### config.mk
export PLATFORM = sky130hd
export DESIGN_NAME = framebuffer_scanout
export DESIGN_NICKNAME = d
export VERILOG_FILES = /design/src/rtl/pixel_pkg.sv /design/src/rtl/video_timing_pkg.sv /design/src/rtl/raster_if.sv /design/src/rtl/video_ctrl_if.sv /design/src/rtl/fb_address_gen.sv /design/src/rtl/framebuffer_scanout.sv /design/src/rtl/raster_counter.sv /design/src/rtl/scanline_shader.sv /design/src/rtl/sync_gen.sv
export SDC_FILE = /design/constraint.sdc
export NUM_CORES = 1
export LEC_CHECK = 0
export BUFFER_PORTS_ARGS = -buffer_cell sky130_fd_sc_hd__buf_2
export CAP_MARGIN = 20
export CORE_ASPECT_RATIO = 0.5
export CORE_MARGIN = 1.5
export CORE_UTILIZATION = 60
export CTS_CLUSTER_SIZE = 16
export DETAILED_ROUTE_END_ITERATION = 10
export PLACE_DENSITY = 0.9
export SYNTH_ARGS = -nofsm -noshare
export SYNTH_HDL_FRONTEND = slang
export SYNTH_SLANG_ARGS = --single-unit
### constraint.sdc
create_clock -name clock -period 6.6 [get_ports clock]
set_clock_uncertainty 0.15 [all_clocks]
set_input_delay 0.99 -clock clock [delete_from_list [all_inputs] [get_ports clock]]
set_output_delay 0.99 -clock clock [all_outputs]
set_load 0.01 [all_outputs]
### src/rtl/pixel_pkg.sv
/*
 * pixel and source buffer constants
 * rgb word layout, 320x240 source buffer and the scanline intensity width
 */
package pixel_pkg;

    // rgb888, red in the top byte, blue in the bottom byte
    localparam int PIXEL_W   = 24;
    localparam int CHANNEL_W = 8;

    // source buffer geometry
    localparam int SRC_WIDTH  = 320;
    localparam int SRC_HEIGHT = 240;
    localparam int SRC_WORDS  = SRC_WIDTH * SRC_HEIGHT;
    localparam int ADDR_W     = 17;

    // upscale factors to reach 640x480
    localparam int PIXEL_REPEAT = 2;
    localparam int LINE_REPEAT  = 2;

    // right shift applied to darkened lines
    localparam int INTENSITY_W = 2;

endpackage

### src/rtl/video_timing_pkg.sv
/*
 * video timing constants
 * fixed 640x480 mode on an 800x525 raster with negative sync pulses
 */
package video_timing_pkg;

    // wide enough for both raster totals
    localparam int COORD_W = 10;

    //////////////////////////////////////////////////////////////////////
    // horizontal, in pixel clocks
    //////////////////////////////////////////////////////////////////////
    localparam int H_VISIBLE    = 640;
    localparam int H_TOTAL      = 800;
    localparam int H_SYNC_START = 656;
    localparam int H_SYNC_WIDTH = 96;

    //////////////////////////////////////////////////////////////////////
    // vertical, in whole lines
    //////////////////////////////////////////////////////////////////////
    localparam int V_VISIBLE    = 480;
    localparam int V_TOTAL      = 525;
    localparam int V_SYNC_START = 490;
    localparam int V_SYNC_WIDTH = 2;

    // active sync levels
    localparam logic HSYNC_ON = 1'b0;
    localparam logic VSYNC_ON = 1'b0;

endpackage
### src/rtl/raster_if.sv
/*
 * raster position bundle
 * one x/y position per clock with its visible flag and the running flag
 */
`timescale 1ns/1ps

interface raster_if;
    import video_timing_pkg::*;

    logic [COORD_W-1:0] x;
    logic [COORD_W-1:0] y;
    // inside the 640x480 window
    logic               active;
    logic               running;

    modport source (
        output x, y, active, running
    );

    modport sink (
        input x, y, active, running
    );

endinterface

### src/rtl/video_ctrl_if.sv
/*
 * per-pixel video control
 * sync levels, draw area and scanline darkening for one raster position
 */
`timescale 1ns/1ps

interface video_ctrl_if;

    logic hsync;
    logic vsync;
    logic draw_area;
    // this line gets the scanline shading
    logic darken;
    logic running;

    modport source (
        output hsync, vsync, draw_area, darken, running
    );

    modport sink (
        input hsync, vsync, draw_area, darken, running
    );

endinterface

### src/rtl/fb_address_gen.sv
/*
 * source buffer address generator
 * maps each raster position to a 320x240 word, two clocks per pixel
 * and two lines per source line, one cycle behind the raster counter
 */
`timescale 1ns/1ps

module fb_address_gen (
    input  logic                        clock,
    input  logic                        reset,
    raster_if.sink                      raster_a,
    raster_if.source                    raster_b,
    output logic [pixel_pkg::ADDR_W-1:0] rdaddr
);
    import video_timing_pkg::*;
    import pixel_pkg::*;

    logic [$clog2(PIXEL_REPEAT)-1:0] rep_cnt;
    logic [$clog2(SRC_WIDTH)-1:0]    col;
    logic [$clog2(LINE_REPEAT)-1:0]  line_rep;
    logic [ADDR_W-1:0]               line_base;

    //////////////////////////////////////////////////////////////////////
    // counters hold the state for the position on raster_a
    //////////////////////////////////////////////////////////////////////
    always_ff @(posedge clock or posedge reset) begin
        if (reset) begin
            rep_cnt   <= '0;
            col       <= '0;
            line_rep  <= '0;
            line_base <= '0;
        end else if (raster_a.running) begin
            if (raster_a.x == COORD_W'(H_TOTAL - 1)) begin
                rep_cnt <= '0;
                col     <= '0;
                if (raster_a.y == COORD_W'(V_TOTAL - 1)) begin
                    line_rep  <= '0;
                    line_base <= '0;
                end else if (raster_a.y < V_VISIBLE) begin
                    // next source line after LINE_REPEAT output lines
                    if (int'(line_rep) == LINE_REPEAT - 1) begin
                        line_rep  <= '0;
                        line_base <= line_base + ADDR_W'(SRC_WIDTH);
                    end else begin
                        line_rep <= line_rep + 1'b1;
                    end
                end
            end else if (raster_a.active) begin
                if (int'(rep_cnt) == PIXEL_REPEAT - 1) begin
                    rep_cnt <= '0;
                    col     <= col + 1'b1;
                end else begin
                    rep_cnt <= rep_cnt + 1'b1;
                end
            end
        end
    end

    // address 0 whenever the position is blank
    always_ff @(posedge clock or posedge reset) begin
        if (reset) begin
            rdaddr           <= '0;
            raster_b.active  <= 1'b0;
            raster_b.running <= 1'b0;
        end else begin
            rdaddr           <= raster_a.active ? line_base + ADDR_W'(col) : '0;
            raster_b.active  <= raster_a.active;
            raster_b.running <= raster_a.running;
        end
    end

    always_ff @(posedge clock) begin
        raster_b.x <= raster_a.x;
        raster_b.y <= raster_a.y;
    end

    a_addr_in_buffer: assert property (@(posedge clock) disable iff (reset)
        rdaddr < SRC_WORDS);

endmodule

### src/rtl/framebuffer_scanout.sv
/*
 * framebuffer scan-out engine
 * 320x240 buffer shown as 640x480 on an 800x525 raster, four stage
 * pipeline with three clocks from start to the first output pixel
 */
`timescale 1ns/1ps

module framebuffer_scanout (
    input  logic                             clock,
    input  logic                             reset,
    input  logic                             start,
    input  logic                             scanline_enable,
    input  logic                             scanline_odd,
    input  logic [pixel_pkg::INTENSITY_W-1:0] scanline_intensity,
    output logic [pixel_pkg::ADDR_W-1:0]      rdaddr,
    input  logic [pixel_pkg::PIXEL_W-1:0]     rddata,
    output logic [pixel_pkg::PIXEL_W-1:0]     video_out,
    output logic                             hsync,
    output logic                             vsync,
    output logic                             draw_area
);

    // raster_a feeds address generation, raster_b the sync stage
    raster_if     raster_a ();
    raster_if     raster_b ();
    video_ctrl_if ctrl ();

    raster_counter u_raster_counter (
        .clock  (clock),
        .reset  (reset),
        .start  (start),
        .raster (raster_a)
    );

    fb_address_gen u_fb_address_gen (
        .clock    (clock),
        .reset    (reset),
        .raster_a (raster_a),
        .raster_b (raster_b),
        .rdaddr   (rdaddr)
    );

    // ram word for a position shows up with this stage's output
    sync_gen u_sync_gen (
        .clock           (clock),
        .reset           (reset),
        .raster          (raster_b),
        .ctrl            (ctrl),
        .scanline_enable (scanline_enable),
        .scanline_odd    (scanline_odd)
    );

    scanline_shader u_scanline_shader (
        .clock              (clock),
        .reset              (reset),
        .ctrl               (ctrl),
        .rddata             (rddata),
        .scanline_intensity (scanline_intensity),
        .video_out          (video_out),
        .hsync              (hsync),
        .vsync              (vsync),
        .draw_area          (draw_area)
    );

endmodule

### src/rtl/raster_counter.sv
/*
 * raster position counter
 * waits for start, then walks the 800x525 raster forever
 */
`timescale 1ns/1ps

module raster_counter (
    input  logic     clock,
    input  logic     reset,
    input  logic     start,
    raster_if.source raster
);
    import video_timing_pkg::*;

    logic               running;
    logic [COORD_W-1:0] x;
    logic [COORD_W-1:0] y;
    logic               line_end;
    logic               frame_end;

    assign line_end  = (x == COORD_W'(H_TOTAL - 1));
    assign frame_end = (y == COORD_W'(V_TOTAL - 1));

    // sticky until reset
    always_ff @(posedge clock or posedge reset) begin
        if (reset) begin
            running <= 1'b0;
        end else begin
            running <= running | start;
        end
    end

    // position 0 sits on the counters until the first running edge
    always_ff @(posedge clock or posedge reset) begin
        if (reset) begin
            x <= '0;
            y <= '0;
        end else if (running) begin
            if (line_end) begin
                x <= '0;
                y <= frame_end ? '0 : y + 1'b1;
            end else begin
                x <= x + 1'b1;
            end
        end
    end

    assign raster.x       = x;
    assign raster.y       = y;
    assign raster.running = running;
    assign raster.active  = running && (x < H_VISIBLE) && (y < V_VISIBLE);

    //////////////////////////////////////////////////////////////////////
    // checks
    //////////////////////////////////////////////////////////////////////
    a_in_raster: assert property (@(posedge clock) disable iff (reset)
        (x < H_TOTAL) && (y < V_TOTAL));

endmodule

### src/rtl/scanline_shader.sv
/*
 * output stage
 * blanks pixels outside the draw area and darkens scanline rows
 */
`timescale 1ns/1ps

module scanline_shader (
    input  logic                             clock,
    input  logic                             reset,
    video_ctrl_if.sink                       ctrl,
    input  logic [pixel_pkg::PIXEL_W-1:0]     rddata,
    input  logic [pixel_pkg::INTENSITY_W-1:0] scanline_intensity,
    output logic [pixel_pkg::PIXEL_W-1:0]     video_out,
    output logic                             hsync,
    output logic                             vsync,
    output logic                             draw_area
);
    import video_timing_pkg::*;
    import pixel_pkg::*;

    logic [PIXEL_W-1:0] shaded;

    // every channel gets the same shift
    always_comb begin
        shaded = rddata;
        if (ctrl.darken) begin
            for (int c = 0; c < PIXEL_W / CHANNEL_W; c++) begin
                shaded[c*CHANNEL_W +: CHANNEL_W] =
                    rddata[c*CHANNEL_W +: CHANNEL_W] >> scanline_intensity;
            end
        end
    end

    always_ff @(posedge clock or posedge reset) begin
        if (reset) begin
            video_out <= '0;
            hsync     <= ~HSYNC_ON;
            vsync     <= ~VSYNC_ON;
            draw_area <= 1'b0;
        end else begin
            video_out <= (ctrl.running && ctrl.draw_area) ? shaded : '0;
            hsync     <= ctrl.hsync;
            vsync     <= ctrl.vsync;
            draw_area <= ctrl.draw_area;
        end
    end

    a_blank_outside: assert property (@(posedge clock) disable iff (reset)
        !draw_area |-> video_out == '0);

endmodule

### src/rtl/sync_gen.sv
/*
 * sync and control generator
 * hsync, vsync, draw area and scanline flag per position, registered so
 * they line up with the ram word for the same position
 */
`timescale 1ns/1ps

module sync_gen (
    input  logic         clock,
    input  logic         reset,
    raster_if.sink       raster,
    video_ctrl_if.source ctrl,
    input  logic         scanline_enable,
    input  logic         scanline_odd
);
    import video_timing_pkg::*;

    logic in_hsync;
    logic in_vsync;
    logic on_scanline;

    //////////////////////////////////////////////////////////////////////
    // window decode on the incoming position
    //////////////////////////////////////////////////////////////////////
    assign in_hsync = (raster.x >= H_SYNC_START)
                   && (raster.x < H_SYNC_START + H_SYNC_WIDTH);

    // vsync covers whole lines
    assign in_vsync = (raster.y >= V_SYNC_START)
                   && (raster.y < V_SYNC_START + V_SYNC_WIDTH);

    // odd selects lines 1, 3, 5 and so on
    assign on_scanline = scanline_enable && (raster.y[0] == scanline_odd);

    always_ff @(posedge clock or posedge reset) begin
        if (reset) begin
            ctrl.hsync     <= ~HSYNC_ON;
            ctrl.vsync     <= ~VSYNC_ON;
            ctrl.draw_area <= 1'b0;
            ctrl.darken    <= 1'b0;
            ctrl.running   <= 1'b0;
        end else begin
            ctrl.running <= raster.running;
            if (raster.running) begin
                ctrl.hsync     <= in_hsync ? HSYNC_ON : ~HSYNC_ON;
                ctrl.vsync     <= in_vsync ? VSYNC_ON : ~VSYNC_ON;
                ctrl.draw_area <= raster.active;
                ctrl.darken    <= on_scanline;
            end else begin
                // idle, keep everything inactive
                ctrl.hsync     <= ~HSYNC_ON;
                ctrl.vsync     <= ~VSYNC_ON;
                ctrl.draw_area <= 1'b0;
                ctrl.darken    <= 1'b0;
            end
        end
    end

endmodule

==> flow_summary.json <==
{
  "cp_top_family": "simple AND/OR/NAND/NOR gates",
  "yosysWarnings": 0,
  "worstPathRequired_ps": 6690,
  "fp-row-count": 23,
  "postCtsSetupRepairBufs": 0,
  "final_util_pct": 71.6,
  "cts_sinks": 110,
  "dpl_cell_area_mm2": 0.00550,
  "yosys-top-cells-count": "90 x dfrtp_1, 31 x o21ai_0, 27 x a21oi_1",
  "antennaDiodeCount": 0,
  "outcome": "completed",
  "path_common_cell": "and4_1",
  "synth_area_leaders": "dfrtp_1 44%, dfxtp_1 6.3%, o21ai_0 3.0%",
  "yosysMostFrequentCell": "dfrtp_1",
  "hpwl_mm": 7.27,
  "switchingPower_mw": 0.432,
  "setup_violations": 0,
  "path_buf_inv": 0,
  "die_w_um": 133,
  "critical_path.max_stage_delay_ps": 830,
  "pwr-share-comb_pct": 13.7,
  "intPower_mw": 1.16,
  "relSlewSlack_pct": 41.2,
  "area_growth_pct": 13.9,
  "synthArstFlopShare_pct": 85.5,
  "hold_buffers": 0,
  "fin_cells": 667,
  "synth_nets": 529,
  "ys_ff_latch": 110,
  "syn_area_mm2": 0.00510,
  "worstSetupEndpointType": "flip-flop",
  "grt_pass1_vias": 3741,
  "vias": 4142,
  "final_max_slew_viol_count": 0,
  "hold_viol_final": 0,
  "synth_edf_count": 0,
  "numCtsBuffers": 9,
  "final_cell_area_mm2": 0.00581,
  "initial_core_util_pct": 62.9,
  "ys_types": 67,
  "grt_pass1_wl_mm": 18.1,
  "io_pins": 75,
  "io_buffers": 74,
  "register_area_mm2": 0.00268,
  "synth_flop_cell": "dfrtp_1",
  "fp.coreArea_mm2": 0.00812,
  "netlist.area_leader.share_pct": 44.1,
  "worst_setup_path_start_kind": "flip-flop",
  "dp.cells": 651,
  "p_sw_share_pct": 27.2,
  "cts_tree": "yes",
  "sequentialPowerShare_pct": 51.3,
  "final.min_clock_period_ps": 2510,
  "clkSlewWorstSetupHoldPaths_ps": 70,
  "ir_worst_vdd_mv": 0.159,
  "setup-tns-final_ps": 0,
  "wire_per_inst_um": 16.3,
  "crit_path_cell_trace": "ha_1 -> and4_1 -> and4_1 -> nor2_1 -> a211o_1",
  "clock_latency_ps": 340,
  "grt_usage_pct": 25.7,
  "crit_fanout": 24,
  "htreeDepth": 3,
  "fill_cells": 564,
  "fmax_mhz": 399,
  "grt_max_degree": 63,
  "fp.dieH_um": 68.2,
  "antenna_found_initial": 0,
  "wl_mm": 10.9,
  "drt_iter0_drc": 363,
  "syn_inst": 490,
  "fin_nets": 589,
  "hp-class": "flip-flop to flip-flop",
  "leakage_nw": 2.68,
  "drive_above_1_share_pct": 20.5,
  "cts_buffer_depth": 2,
  "total_power_mw": 1.59,
  "synth.avg_cell_area_um2": 10.4,
  "cts_resized": 0,
  "cap_violations": 0,
  "postRouteAntennaNets": 0,
  "tightest_slew_ps": 883,
  "rsz0062_at_grt": "false",
  "drtPass1Iterations": 6,
  "p_per_area_mw_per_mm2": 274,
  "seq_area_frac_synth_pct": 52.5,
  "p_clk_share_pct": 35.0,
  "crit_type": "flip-flop to flip-flop",
  "via_per_inst": 6.21,
  "cp_slowest_cell": "and4_1",
  "die_area_mm2": 0.00910,
  "ctsRootBufferMaster": "clkbuf_16",
  "drc_errors": 0,
  "fin_crit_sh_pct": 38.0,
  "grt-ovfl-total": 0,
  "synth_top_area_cell": "dfrtp_1",
  "multi_input_area_mm2": 0.00223,
  "gp_congestion": 0.860,
  "cp.arrival_ps": 2590
}
final cells by class:
class	count	area share [%]
multi-input combinational	336	38.4
sequential	110	46.1
timing repair buffer	75	6.50
clock inverter	5	0.710
inverter	18	1.21
clock buffer	11	4.74
tap	112	2.41
sequential cells by signal, summed over array words and instances, names as in the netlist:
register                           count
u_fb_address_gen.col                   9
u_fb_address_gen.line_base            11
u_fb_address_gen.line_rep              1
u_fb_address_gen.raster_b.active       1
u_fb_address_gen.raster_b.running      1
u_fb_address_gen.raster_b.x            6
u_fb_address_gen.raster_b.y           10
u_fb_address_gen.rdaddr               17
u_fb_address_gen.rep_cnt               1
u_raster_counter.raster.running        1
u_raster_counter.raster.x             10
u_raster_counter.raster.y             10
u_scanline_shader.draw_area            1
u_scanline_shader.hsync                1
u_scanline_shader.video_out           24
u_scanline_shader.vsync                1
u_sync_gen.ctrl.darken                 1
u_sync_gen.ctrl.draw_area              1
u_sync_gen.ctrl.hsync                  1
u_sync_gen.ctrl.running                1
u_sync_gen.ctrl.vsync                  1
placed cells by master (no fill, tap or decap), types with 13 or more instances in the layout:
| master | netlist | routed |
|---|---|---|
| a21oi_1 | 27 | 27 |
| and2_1 | 15 | 15 |
| and3_1 | 16 | 16 |
| buf_2 | 4 | 74 |
| dfrtp_1 | 90 | 90 |
| dfxtp_1 | 16 | 16 |
| inv_1 | 16 | 15 |
| mux2i_1 | 13 | 13 |
| nand2_1 | 25 | 25 |
| nand3_1 | 24 | 24 |
| nor2_1 | 20 | 20 |
| o21ai_0 | 31 | 31 |
through the flow:
stage          hold WS, ps  setup WS, ps
2_1_floorplan          195          3020
3_3_place_gp           197          4090
3_5_place_dp           197          4050
4_1_cts                208          4120
5_1_grt                216          3870
6_report               207          4090
cell families after synthesis:
family	Yosys count	synth area share [%]
and+or+nand+nor	158	18.0
AOI/OAI and AO/OA	136	17.4
DFF	110	52.5
buffers and inverters	44	3.85
xor gates and xnor gates	17	2.92
muxes	17	3.43
adders and majority gates	8	1.96
final timing paths:
check	start	end	slack (ps)	depth (start not counted)
worst min register to register	u_sync_gen.ctrl.hsync	u_scanline_shader.hsync	210	0
worst max-delay path	u_raster_counter.raster.x[0]	u_fb_address_gen.col[4]	4090	5
worst max register to register	u_raster_counter.raster.x[0]	u_fb_address_gen.col[4]	4090	5
max in group asynchronous	reset	u_fb_address_gen.line_base[11]	4720	3
min in group asynchronous	reset	u_sync_gen.ctrl.draw_area	480	2
worst min-delay path	u_sync_gen.ctrl.hsync	u_scanline_shader.hsync	210	0
power groups by stage:
| stage | registers, mW | clock network [mW] | logic (mW) |
|---|---|---|---|
| after global routing | 0.827 | 0.593 | 0.245 |
| final | 0.817 | 0.556 | 0.218 |
| after detailed placement | 0.829 | 0 | 0.217 |
| after global placement | 0.824 | 0 | 0.208 |
| after CTS | 0.815 | 0.562 | 0.219 |
| after floorplan | 0.830 | 0 | 0.136 |
per-layer routing:
layer | GRT usage (%) | up-vias | wire (um) | share of wire [%]
met5 | 0 | - | 0 | 0
met2 | 44.0 | 161 | 5150 | 47
li1 | - | 1931 | - | -
met1 | 33.7 | 2038 | 4930 | 45
met3 | 5.48 | 12 | 674 | 6.2
met4 | 7.61 | 0 | 122 | 1.1
No activity file was read; power rests on OpenSTA's default activity.
